--- config.mk ---
export PLATFORM = sky130hd
export DESIGN_NAME = countdown_timer_top
export DESIGN_NICKNAME = d
export VERILOG_FILES = /design/src/hdl/timer_pkg.sv /design/src/hdl/timer_status_if.sv /design/src/hdl/button_debounce.sv /design/src/hdl/tick_generator.sv /design/src/hdl/countdown_control.sv /design/src/hdl/led_output.sv /design/src/hdl/countdown_timer_top.sv
export SDC_FILE = /design/constraint.sdc
export NUM_CORES = 1
export LEC_CHECK = 0
export BUFFER_PORTS_ARGS = -buffer_cell sky130_fd_sc_hd__buf_2
export CORE_ASPECT_RATIO = 1.75
export CORE_MARGIN = 4
export CORE_UTILIZATION = 55
export CTS_BUF_LIST = sky130_fd_sc_hd__clkbuf_16
export DETAILED_ROUTE_END_ITERATION = 10
export PLACE_DENSITY = 0.77
export SLEW_MARGIN = 20
export SYNTH_ARGS = -nofsm -noshare
export SYNTH_HDL_FRONTEND = slang
export SYNTH_SLANG_ARGS = --single-unit
--- constraint.sdc ---
create_clock -name clk -period 1.8 [get_ports clk]
set_input_delay 0.09 -clock clk [delete_from_list [all_inputs] [get_ports clk]]
set_output_delay 0.09 -clock clk [all_outputs]
set_load 0.02 [all_outputs]
--- src/hdl/timer_pkg.sv ---
// shared widths, constants and the timer state enum
// used by the countdown timer RTL and its testbench

package timer_pkg;

    // display and time widths
    localparam int unsigned TIME_WIDTH  = 4;  // one bit per LED
    localparam int unsigned FLASH_WIDTH = 3;  // holds FLASH_SECONDS

    // time left in seconds and also the LED pattern
    typedef logic [TIME_WIDTH-1:0] time_value_t;

    // flashing seconds still to go
    typedef logic [FLASH_WIDTH-1:0] flash_count_t;

    // timer FSM states
    typedef enum logic [2:0] {
        IDLE,       // waits for control press
        INIT,       // loads default time and flash count
        SET_TIME,   // shifts in entry bits
        COUNTDOWN,  // decrements once per second
        DONE        // flashes all LEDs
    } timer_state_t;

    // time loaded when the timer starts
    localparam time_value_t DEFAULT_TIME = 4'b1000;

    // seconds spent flashing once zero is reached
    localparam flash_count_t FLASH_SECONDS = 3'd4;

    // synchronizer depth for the button inputs
    localparam int unsigned SYNC_STAGES = 2;

endpackage

--- src/hdl/timer_status_if.sv ---
// timer status bundle from the control FSM to the LED driver

interface timer_status_if;

    timer_pkg::time_value_t  time_left;    // seconds remaining
    timer_pkg::timer_state_t state;        // current FSM state
    logic                    flash_phase;  // flash on/off level
    logic                    tick;         // one-second pulse

    // control side owns the whole bundle
    modport control (
        output time_left,
        output state,
        output flash_phase,
        output tick
    );

    // display side only looks
    modport display (
        input time_left,
        input state,
        input flash_phase,
        input tick
    );

endinterface

--- src/hdl/button_debounce.sv ---
// button synchronizer and debouncer
// one-cycle pulse on a debounced release

module button_debounce #(
    parameter int unsigned DEBOUNCE_CYCLES = 1_000_000
) (
    input  wire logic clk,
    input  wire logic reset,
    input  wire logic button,
    output      logic released
);

    localparam int unsigned SYNC_W = timer_pkg::SYNC_STAGES;
    localparam int unsigned CNT_W  = $clog2(DEBOUNCE_CYCLES + 1);

    // counter value on the last differing sample
    localparam logic [CNT_W-1:0] CNT_LAST = CNT_W'(DEBOUNCE_CYCLES - 1);

    logic [SYNC_W-1:0] sync_q;  // synchronizer chain
    logic              sync_in;
    logic              level;   // debounced button level
    logic [CNT_W-1:0]  cnt;     // run length of differing samples

    assign sync_in = sync_q[SYNC_W-1];

    always_ff @(posedge clk) begin
        if (reset) begin
            sync_q   <= '0;
            level    <= 1'b0;
            cnt      <= '0;
            released <= 1'b0;
        end else begin
            sync_q   <= {sync_q[SYNC_W-2:0], button};
            released <= 1'b0;

            if (sync_in == level) begin
                cnt <= '0;  // glitch over so the run starts again
            end else if (cnt == CNT_LAST) begin
                // input held long enough to accept the new level
                level    <= sync_in;
                cnt      <= '0;
                released <= level;  // only on high to low
            end else begin
                cnt <= cnt + 1'b1;
            end
        end
    end

endmodule

--- src/hdl/tick_generator.sv ---
// one-second tick divider and flash phase generator

module tick_generator #(
    parameter int unsigned TICK_DIVIDER = 100_000_000
) (
    input  wire logic clk,
    input  wire logic reset,
    output      logic tick,
    output      logic flash_phase
);

    localparam int unsigned CNT_W = $clog2(TICK_DIVIDER);

    localparam logic [CNT_W-1:0] CNT_LAST = CNT_W'(TICK_DIVIDER - 1);
    localparam logic [CNT_W-1:0] CNT_HALF = CNT_W'(TICK_DIVIDER / 2 - 1);

    logic [CNT_W-1:0] cnt;

    always_ff @(posedge clk) begin
        if (reset) begin
            cnt         <= '0;
            tick        <= 1'b0;
            flash_phase <= 1'b0;
        end else begin
            tick <= 1'b0;
            if (cnt == CNT_LAST) begin
                cnt  <= '0;
                tick <= 1'b1;  // one second gone at wrap
            end else begin
                cnt <= cnt + 1'b1;
            end

            // toggle at mid period and at wrap
            if (cnt == CNT_LAST || cnt == CNT_HALF) begin
                flash_phase <= ~flash_phase;
            end
        end
    end

endmodule

--- src/hdl/countdown_control.sv ---
// countdown timer FSM with time entry, countdown and flash duration
// drives the status bundle for the LED driver

module countdown_control (
    input  wire logic       clk,
    input  wire logic       reset,
    input  wire logic       start_stop,
    input  wire logic       enter_zero,
    input  wire logic       enter_one,
    input  wire logic       tick,
    input  wire logic       flash_phase,
    timer_status_if.control status
);

    timer_pkg::timer_state_t state;
    timer_pkg::timer_state_t state_next;
    timer_pkg::time_value_t  time_left;
    timer_pkg::flash_count_t flash_cnt;  // flash seconds left

    // next state
    always_comb begin
        state_next = state;
        case (state)
            timer_pkg::IDLE: begin
                if (start_stop) begin
                    state_next = timer_pkg::INIT;
                end
            end
            timer_pkg::INIT: begin
                state_next = timer_pkg::SET_TIME;
            end
            timer_pkg::SET_TIME: begin
                if (start_stop) begin
                    state_next = timer_pkg::COUNTDOWN;
                end
            end
            timer_pkg::COUNTDOWN: begin
                // also catches a zero typed in by the user
                if (time_left == '0) begin
                    state_next = timer_pkg::DONE;
                end
            end
            timer_pkg::DONE: begin
                if (flash_cnt == '0) begin
                    state_next = timer_pkg::IDLE;
                end
            end
            default: begin
                state_next = timer_pkg::IDLE;
            end
        endcase
    end

    always_ff @(posedge clk) begin
        if (reset) begin
            state <= timer_pkg::IDLE;
        end else begin
            state <= state_next;
        end
    end

    // time and flash counters
    always_ff @(posedge clk) begin
        if (reset) begin
            time_left <= '0;
            flash_cnt <= '0;
        end else begin
            case (state)
                timer_pkg::INIT: begin
                    time_left <= timer_pkg::DEFAULT_TIME;
                    flash_cnt <= timer_pkg::FLASH_SECONDS;
                end
                timer_pkg::SET_TIME: begin
                    if (enter_zero) begin
                        time_left <= {time_left[2:0], 1'b0};  // zero wins a tie
                    end else if (enter_one) begin
                        time_left <= {time_left[2:0], 1'b1};
                    end
                end
                timer_pkg::COUNTDOWN: begin
                    if (tick && time_left != '0) begin
                        time_left <= time_left - 1'b1;
                    end
                end
                timer_pkg::DONE: begin
                    if (tick && flash_cnt != '0) begin
                        flash_cnt <= flash_cnt - 1'b1;
                    end
                end
                default: begin
                    // button pulses dropped in IDLE
                end
            endcase
        end
    end

    // status out with tick and phase passed straight through
    assign status.state       = state;
    assign status.time_left   = time_left;
    assign status.tick        = tick;
    assign status.flash_phase = flash_phase;

endmodule

--- src/hdl/led_output.sv ---
// LED pattern select from timer state, time left and flash phase

module led_output (
    timer_status_if.display        status,
    output timer_pkg::time_value_t led
);

    localparam int unsigned LED_W = $bits(timer_pkg::time_value_t);

    always_comb begin
        case (status.state)
            timer_pkg::SET_TIME,
            timer_pkg::COUNTDOWN: begin
                led = status.time_left;  // show seconds left
            end
            timer_pkg::DONE: begin
                // all LEDs blink together
                led = {LED_W{status.flash_phase}};
            end
            default: begin
                led = '0;  // dark in IDLE and INIT
            end
        endcase
    end

endmodule

--- src/hdl/countdown_timer_top.sv ---
// countdown timer top level
// three button debouncers, tick divider, control FSM and LED driver

module countdown_timer_top #(
    parameter int unsigned TICK_DIVIDER    = 100_000_000,  // 1 s at 100 MHz
    parameter int unsigned DEBOUNCE_CYCLES = 1_000_000     // 10 ms at 100 MHz
) (
    input  wire logic                   clk,
    input  wire logic                   reset,
    input  wire logic                   btn_ctrl,
    input  wire logic                   btn_0,
    input  wire logic                   btn_1,
    output      timer_pkg::time_value_t led
);

    logic sig_ctrl;  // release pulses
    logic sig_0;
    logic sig_1;
    logic tick;
    logic flash_phase;

    timer_status_if status ();

    button_debounce #(.DEBOUNCE_CYCLES(DEBOUNCE_CYCLES)) deb_ctrl (
        .clk      (clk),
        .reset    (reset),
        .button   (btn_ctrl),
        .released (sig_ctrl)
    );

    button_debounce #(.DEBOUNCE_CYCLES(DEBOUNCE_CYCLES)) deb_0 (
        .clk      (clk),
        .reset    (reset),
        .button   (btn_0),
        .released (sig_0)
    );

    button_debounce #(.DEBOUNCE_CYCLES(DEBOUNCE_CYCLES)) deb_1 (
        .clk      (clk),
        .reset    (reset),
        .button   (btn_1),
        .released (sig_1)
    );

    tick_generator #(.TICK_DIVIDER(TICK_DIVIDER)) tick_gen_i (
        .clk         (clk),
        .reset       (reset),
        .tick        (tick),
        .flash_phase (flash_phase)
    );

    countdown_control control_i (
        .clk         (clk),
        .reset       (reset),
        .start_stop  (sig_ctrl),
        .enter_zero  (sig_0),
        .enter_one   (sig_1),
        .tick        (tick),
        .flash_phase (flash_phase),
        .status      (status.control)
    );

    led_output led_i (
        .status (status.display),
        .led    (led)
    );

endmodule

==> results.txt <==
The worst hold-check path type is input port to flop. The total routing resource utilization after global routing is 0.181. The placed wire-length estimate after detailed placement came out at ~6.3 mm.

The post-CTS setup buffer count came out at 0. The worst-case clock skew is ~0.0057 ns. The clock tree from TritonCTS is yes. The biggest area consumer among synthesized cells is sky130_fd_sc_hd__dfxtp_1. The worst path arrival time came out at about 1.6 ns.

The summed negative setup slack over all endpoints is 0 ns. The net count of the mapped netlist came out at between 500 and 600. The flip-flop and latch count after synthesis came out at about 110. The instance area at placement came out at between 5000 and 6000 um2. Sorting the synthesized cells by area gives the leading types as sky130_fd_sc_hd__dfxtp_1, sky130_fd_sc_hd__xor2_1, sky130_fd_sc_hd__nor2_1, sky130_fd_sc_hd__xnor2_1, sky130_fd_sc_hd__nand3_1.

The highest layer touched by signal routing is met4. The total standard cell area after synthesis is roughly 4900 um2. The wire length on met1 came out at around 3.6 mm.

The insertion delay of the later-clocked pin in the worst-skew pair came out at between 0.3 and 0.4 ns. Once layout is done, the placed cells without fillers occupy approximately 5600 um2. The core footprint is slightly below 9000 um2. Row generation in the floorplan step produced 45 rows.

The number of hold-slack violations in the final timing report came to 0. The share of the clock period used by the worst path after layout is 0.932. The maximum number of buffers from clock root to sink is 2. In the final layout, the share of cells above drive strength 1 is 0.112.

By startpoint and endpoint, the worst setup path is classified as flop to output port. Clock tree synthesis selected as its root buffer the cell sky130_fd_sc_hd__clkbuf_16. From synthesis to final layout, the design area changed by 14.6%. The category of the worst setup path launch point is a flop. The largest net degree at the start of global routing is 31.

The run finished with clean final reports. The instance count of the mapped netlist is 548. The maximum vdd ir drop is roughly 0.56 mV. The count of boundary I/O pins is 9. For this configuration, the core starts out at a cell density of 0.560. The post-synthesis async set-or-reset flop share came out at 0.

The worst setup path is captured at an output port. The via count of the first global-routing pass is 3766. The total power consumption of the routed design came out at between 4 and 5 mW. The met3 wirelength from detailed routing came out at between 150 and 200 um. Along the worst path, the maximum fanout reaches 17. Of the synthesized area, sequential elements account for 0.458.

In this run, synthesis inferred 0 flip-flops with an integrated enable. The final setup violation count is 0. The average footprint of a synthesized cell came out at between 8 and 9 um2. The final critical delay including setup and external delays is about 1.7 ns.

The number of vias after detailed routing came out at around 3800. The die span in y came out at 132 um. The count of clock tree sinks is ~110. The average detailed-routed wire length per instance came out at between 10 and 15 um. The count of pins over their slew limit came to 0. Among all cell types in the netlist, the one instantiated most often is sky130_fd_sc_hd__nor2_1. Setup repair after global routing could not meet its margin everywhere. The count of warnings emitted by yosys is 0. The peak clock frequency supported by timing came out at 0.596 GHz. The H-tree generated during clock tree synthesis spans 3 levels. The total power divided by cell area is 792 nW/um2.

The final routed DRC violation total came out at 0. After synthesis, the most frequently instantiated cells are sky130_fd_sc_hd__nor2_1, sky130_fd_sc_hd__dfxtp_1, sky130_fd_sc_hd__xor2_1. The number of DRC violations after detailed-routing iteration 0 came out at between 200 and 250.

The post-CTS clock slew at the launch and capture registers of the worst setup and hold paths came out at 0.07 ns. The post-detailed-route via-to-cell ratio came out at approximately 5.4. The slew at the pin with the worst max-slew slack came out at 0.513 ns. The final estimated routing congestion in global placement came out at roughly 0.83. The floorplan step set the die width to between 70 and 80 um. The count of port buffers added during placement is 8. For this run, the leading register cell type out of synthesis is sky130_fd_sc_hd__dfxtp_1. The floorplan die area is 10500 um2.

The number of antenna repair diodes is 0. The first global-routing pass estimated between 15 and 20 mm of wire. The net total in the final layout is ~600. The number of nets with antenna violations after routing came out at 0. The count of cell types in the netlist is 43. After global routing the overflow that remains totals 0. The iteration count of the initial detailed-routing pass is 4. In this run the tightest slew margin relative to its limit is 0.658. The wire length after detailed routing came out at 8.79 mm. The initial antenna violation count is 0. The tool flagged a number of max-cap violations equal to 0. The leakage power came out at 1.98 nW. The area share of the largest cell type after synthesis came out at 0.458. The amount of wire on met2 after detailed routing came out at roughly 4.8 mm.

The required time of the critical path is ~1.7 ns. Counting the buffers created by CTS gives 9.
sequential cells by signal, summed over array words and instances, names as in the netlist, 3 cells and up:
| name | count |
|---|---|
| control_i.flash_cnt | 3 |
| deb_0.cnt | 20 |
| deb_ctrl.cnt | 20 |
| deb_1.cnt | 20 |
| control_i.status.state | 3 |
| tick_gen_i.cnt | 27 |
| control_i.status.time_left | 4 |
cell families after synthesis:
family                   after synthesis  synth area share
multiplexers                           5            0.0103
buffers and inverters                 23            0.0250
AO/OA/AOI/OAI                         25            0.0335
adder cells (fa/ha/maj)                8            0.0206
AND/OR/NAND/NOR                      295             0.307
flip-flops                           111             0.458
XOR/XNOR                              81             0.146
path summary, 6_finish.rpt:
check	start	end	slack [ns]	cells after the start
min reg2reg	deb_0.sync_q[0]	deb_0.sync_q[1]	0.44	1
max reg2reg	deb_1.cnt[15]	deb_1.cnt[9]	0.13	5
max	control_i.status.state[0]	led[3]	0.12	4
min	reset	tick_gen_i.tick	0.19	2
layout make-up:
cell class / instances / area, um2
tap: 117 / 146
fill: 733 / 3110
clock inverter: 7 / 57.6
multi-input combinational: 414 / 2570
inverter: 9 / 33.8
clock buffer: 9 / 225
sequential: 111 / 2220
timing repair buffer: 38 / 310
power by group:
group	switching [mW]	internal [mW]
clock	0.905	0.955
sequential	0.00866	2.47
combinational	0.0407	0.0312
total	0.954	3.45
layout by cell type, fill, tap and decap left out, drive strengths merged, types with 9 or more instances in the layout:
| cell type | instances |
|---|---|
| nand3 | 40 |
| and4 | 11 |
| nor2 | 113 |
| xor2 | 54 |
| nand4 | 17 |
| nor4b | 9 |
| nor3 | 14 |
| nor2b | 9 |
| buf | 35 |
| xnor2 | 27 |
| inv | 11 |
| and3 | 18 |
| dfxtp | 111 |
| clkbuf | 9 |
| nand2 | 39 |
worst max-delay path, cell delays in order (launching register included):
cell and delay (ns):
sky130_fd_sc_hd__dfxtp_2 0.41, sky130_fd_sc_hd__nor2_1 0.28, sky130_fd_sc_hd__and3_1 0.28, sky130_fd_sc_hd__a21o_1 0.10, sky130_fd_sc_hd__buf_2 0.15
per-layer routing:
layer / vias up / GRT usage
li1: 1942 / -
met2: 41 / 0.326
met3: 20 / 0.0274
met5: - / 0
met4: 0 / 0.0908
met1: 1775 / 0.202
timing repair:
| item | 4_1_cts | 5_1_grt |
|---|---|---|
| setup endpoints to repair | 14 | 47 |
| gates resized for setup | 3 | 11 |
| hold buffers | 3 | 0 |
| hold endpoints to repair | 3 | 0 |
| pin swaps | 0 | 2 |
through the flow:
stage / hold WS (ns) / cells / worst slack, ns / util
floorplan: 0.218 / 548 / 0.113 / -
global placement: 0.304 / 686 / 0.0916 / 0.599
detailed placement: 0.302 / 686 / -0.0198 / 0.599
CTS: 0.196 / 705 / 0.000995 / 0.637
global route: 0.231 / 705 / -0.0144 / 0.642
finish: 0.192 / 705 / 0.123 / 0.642
(Power assumes the default switching activity.)
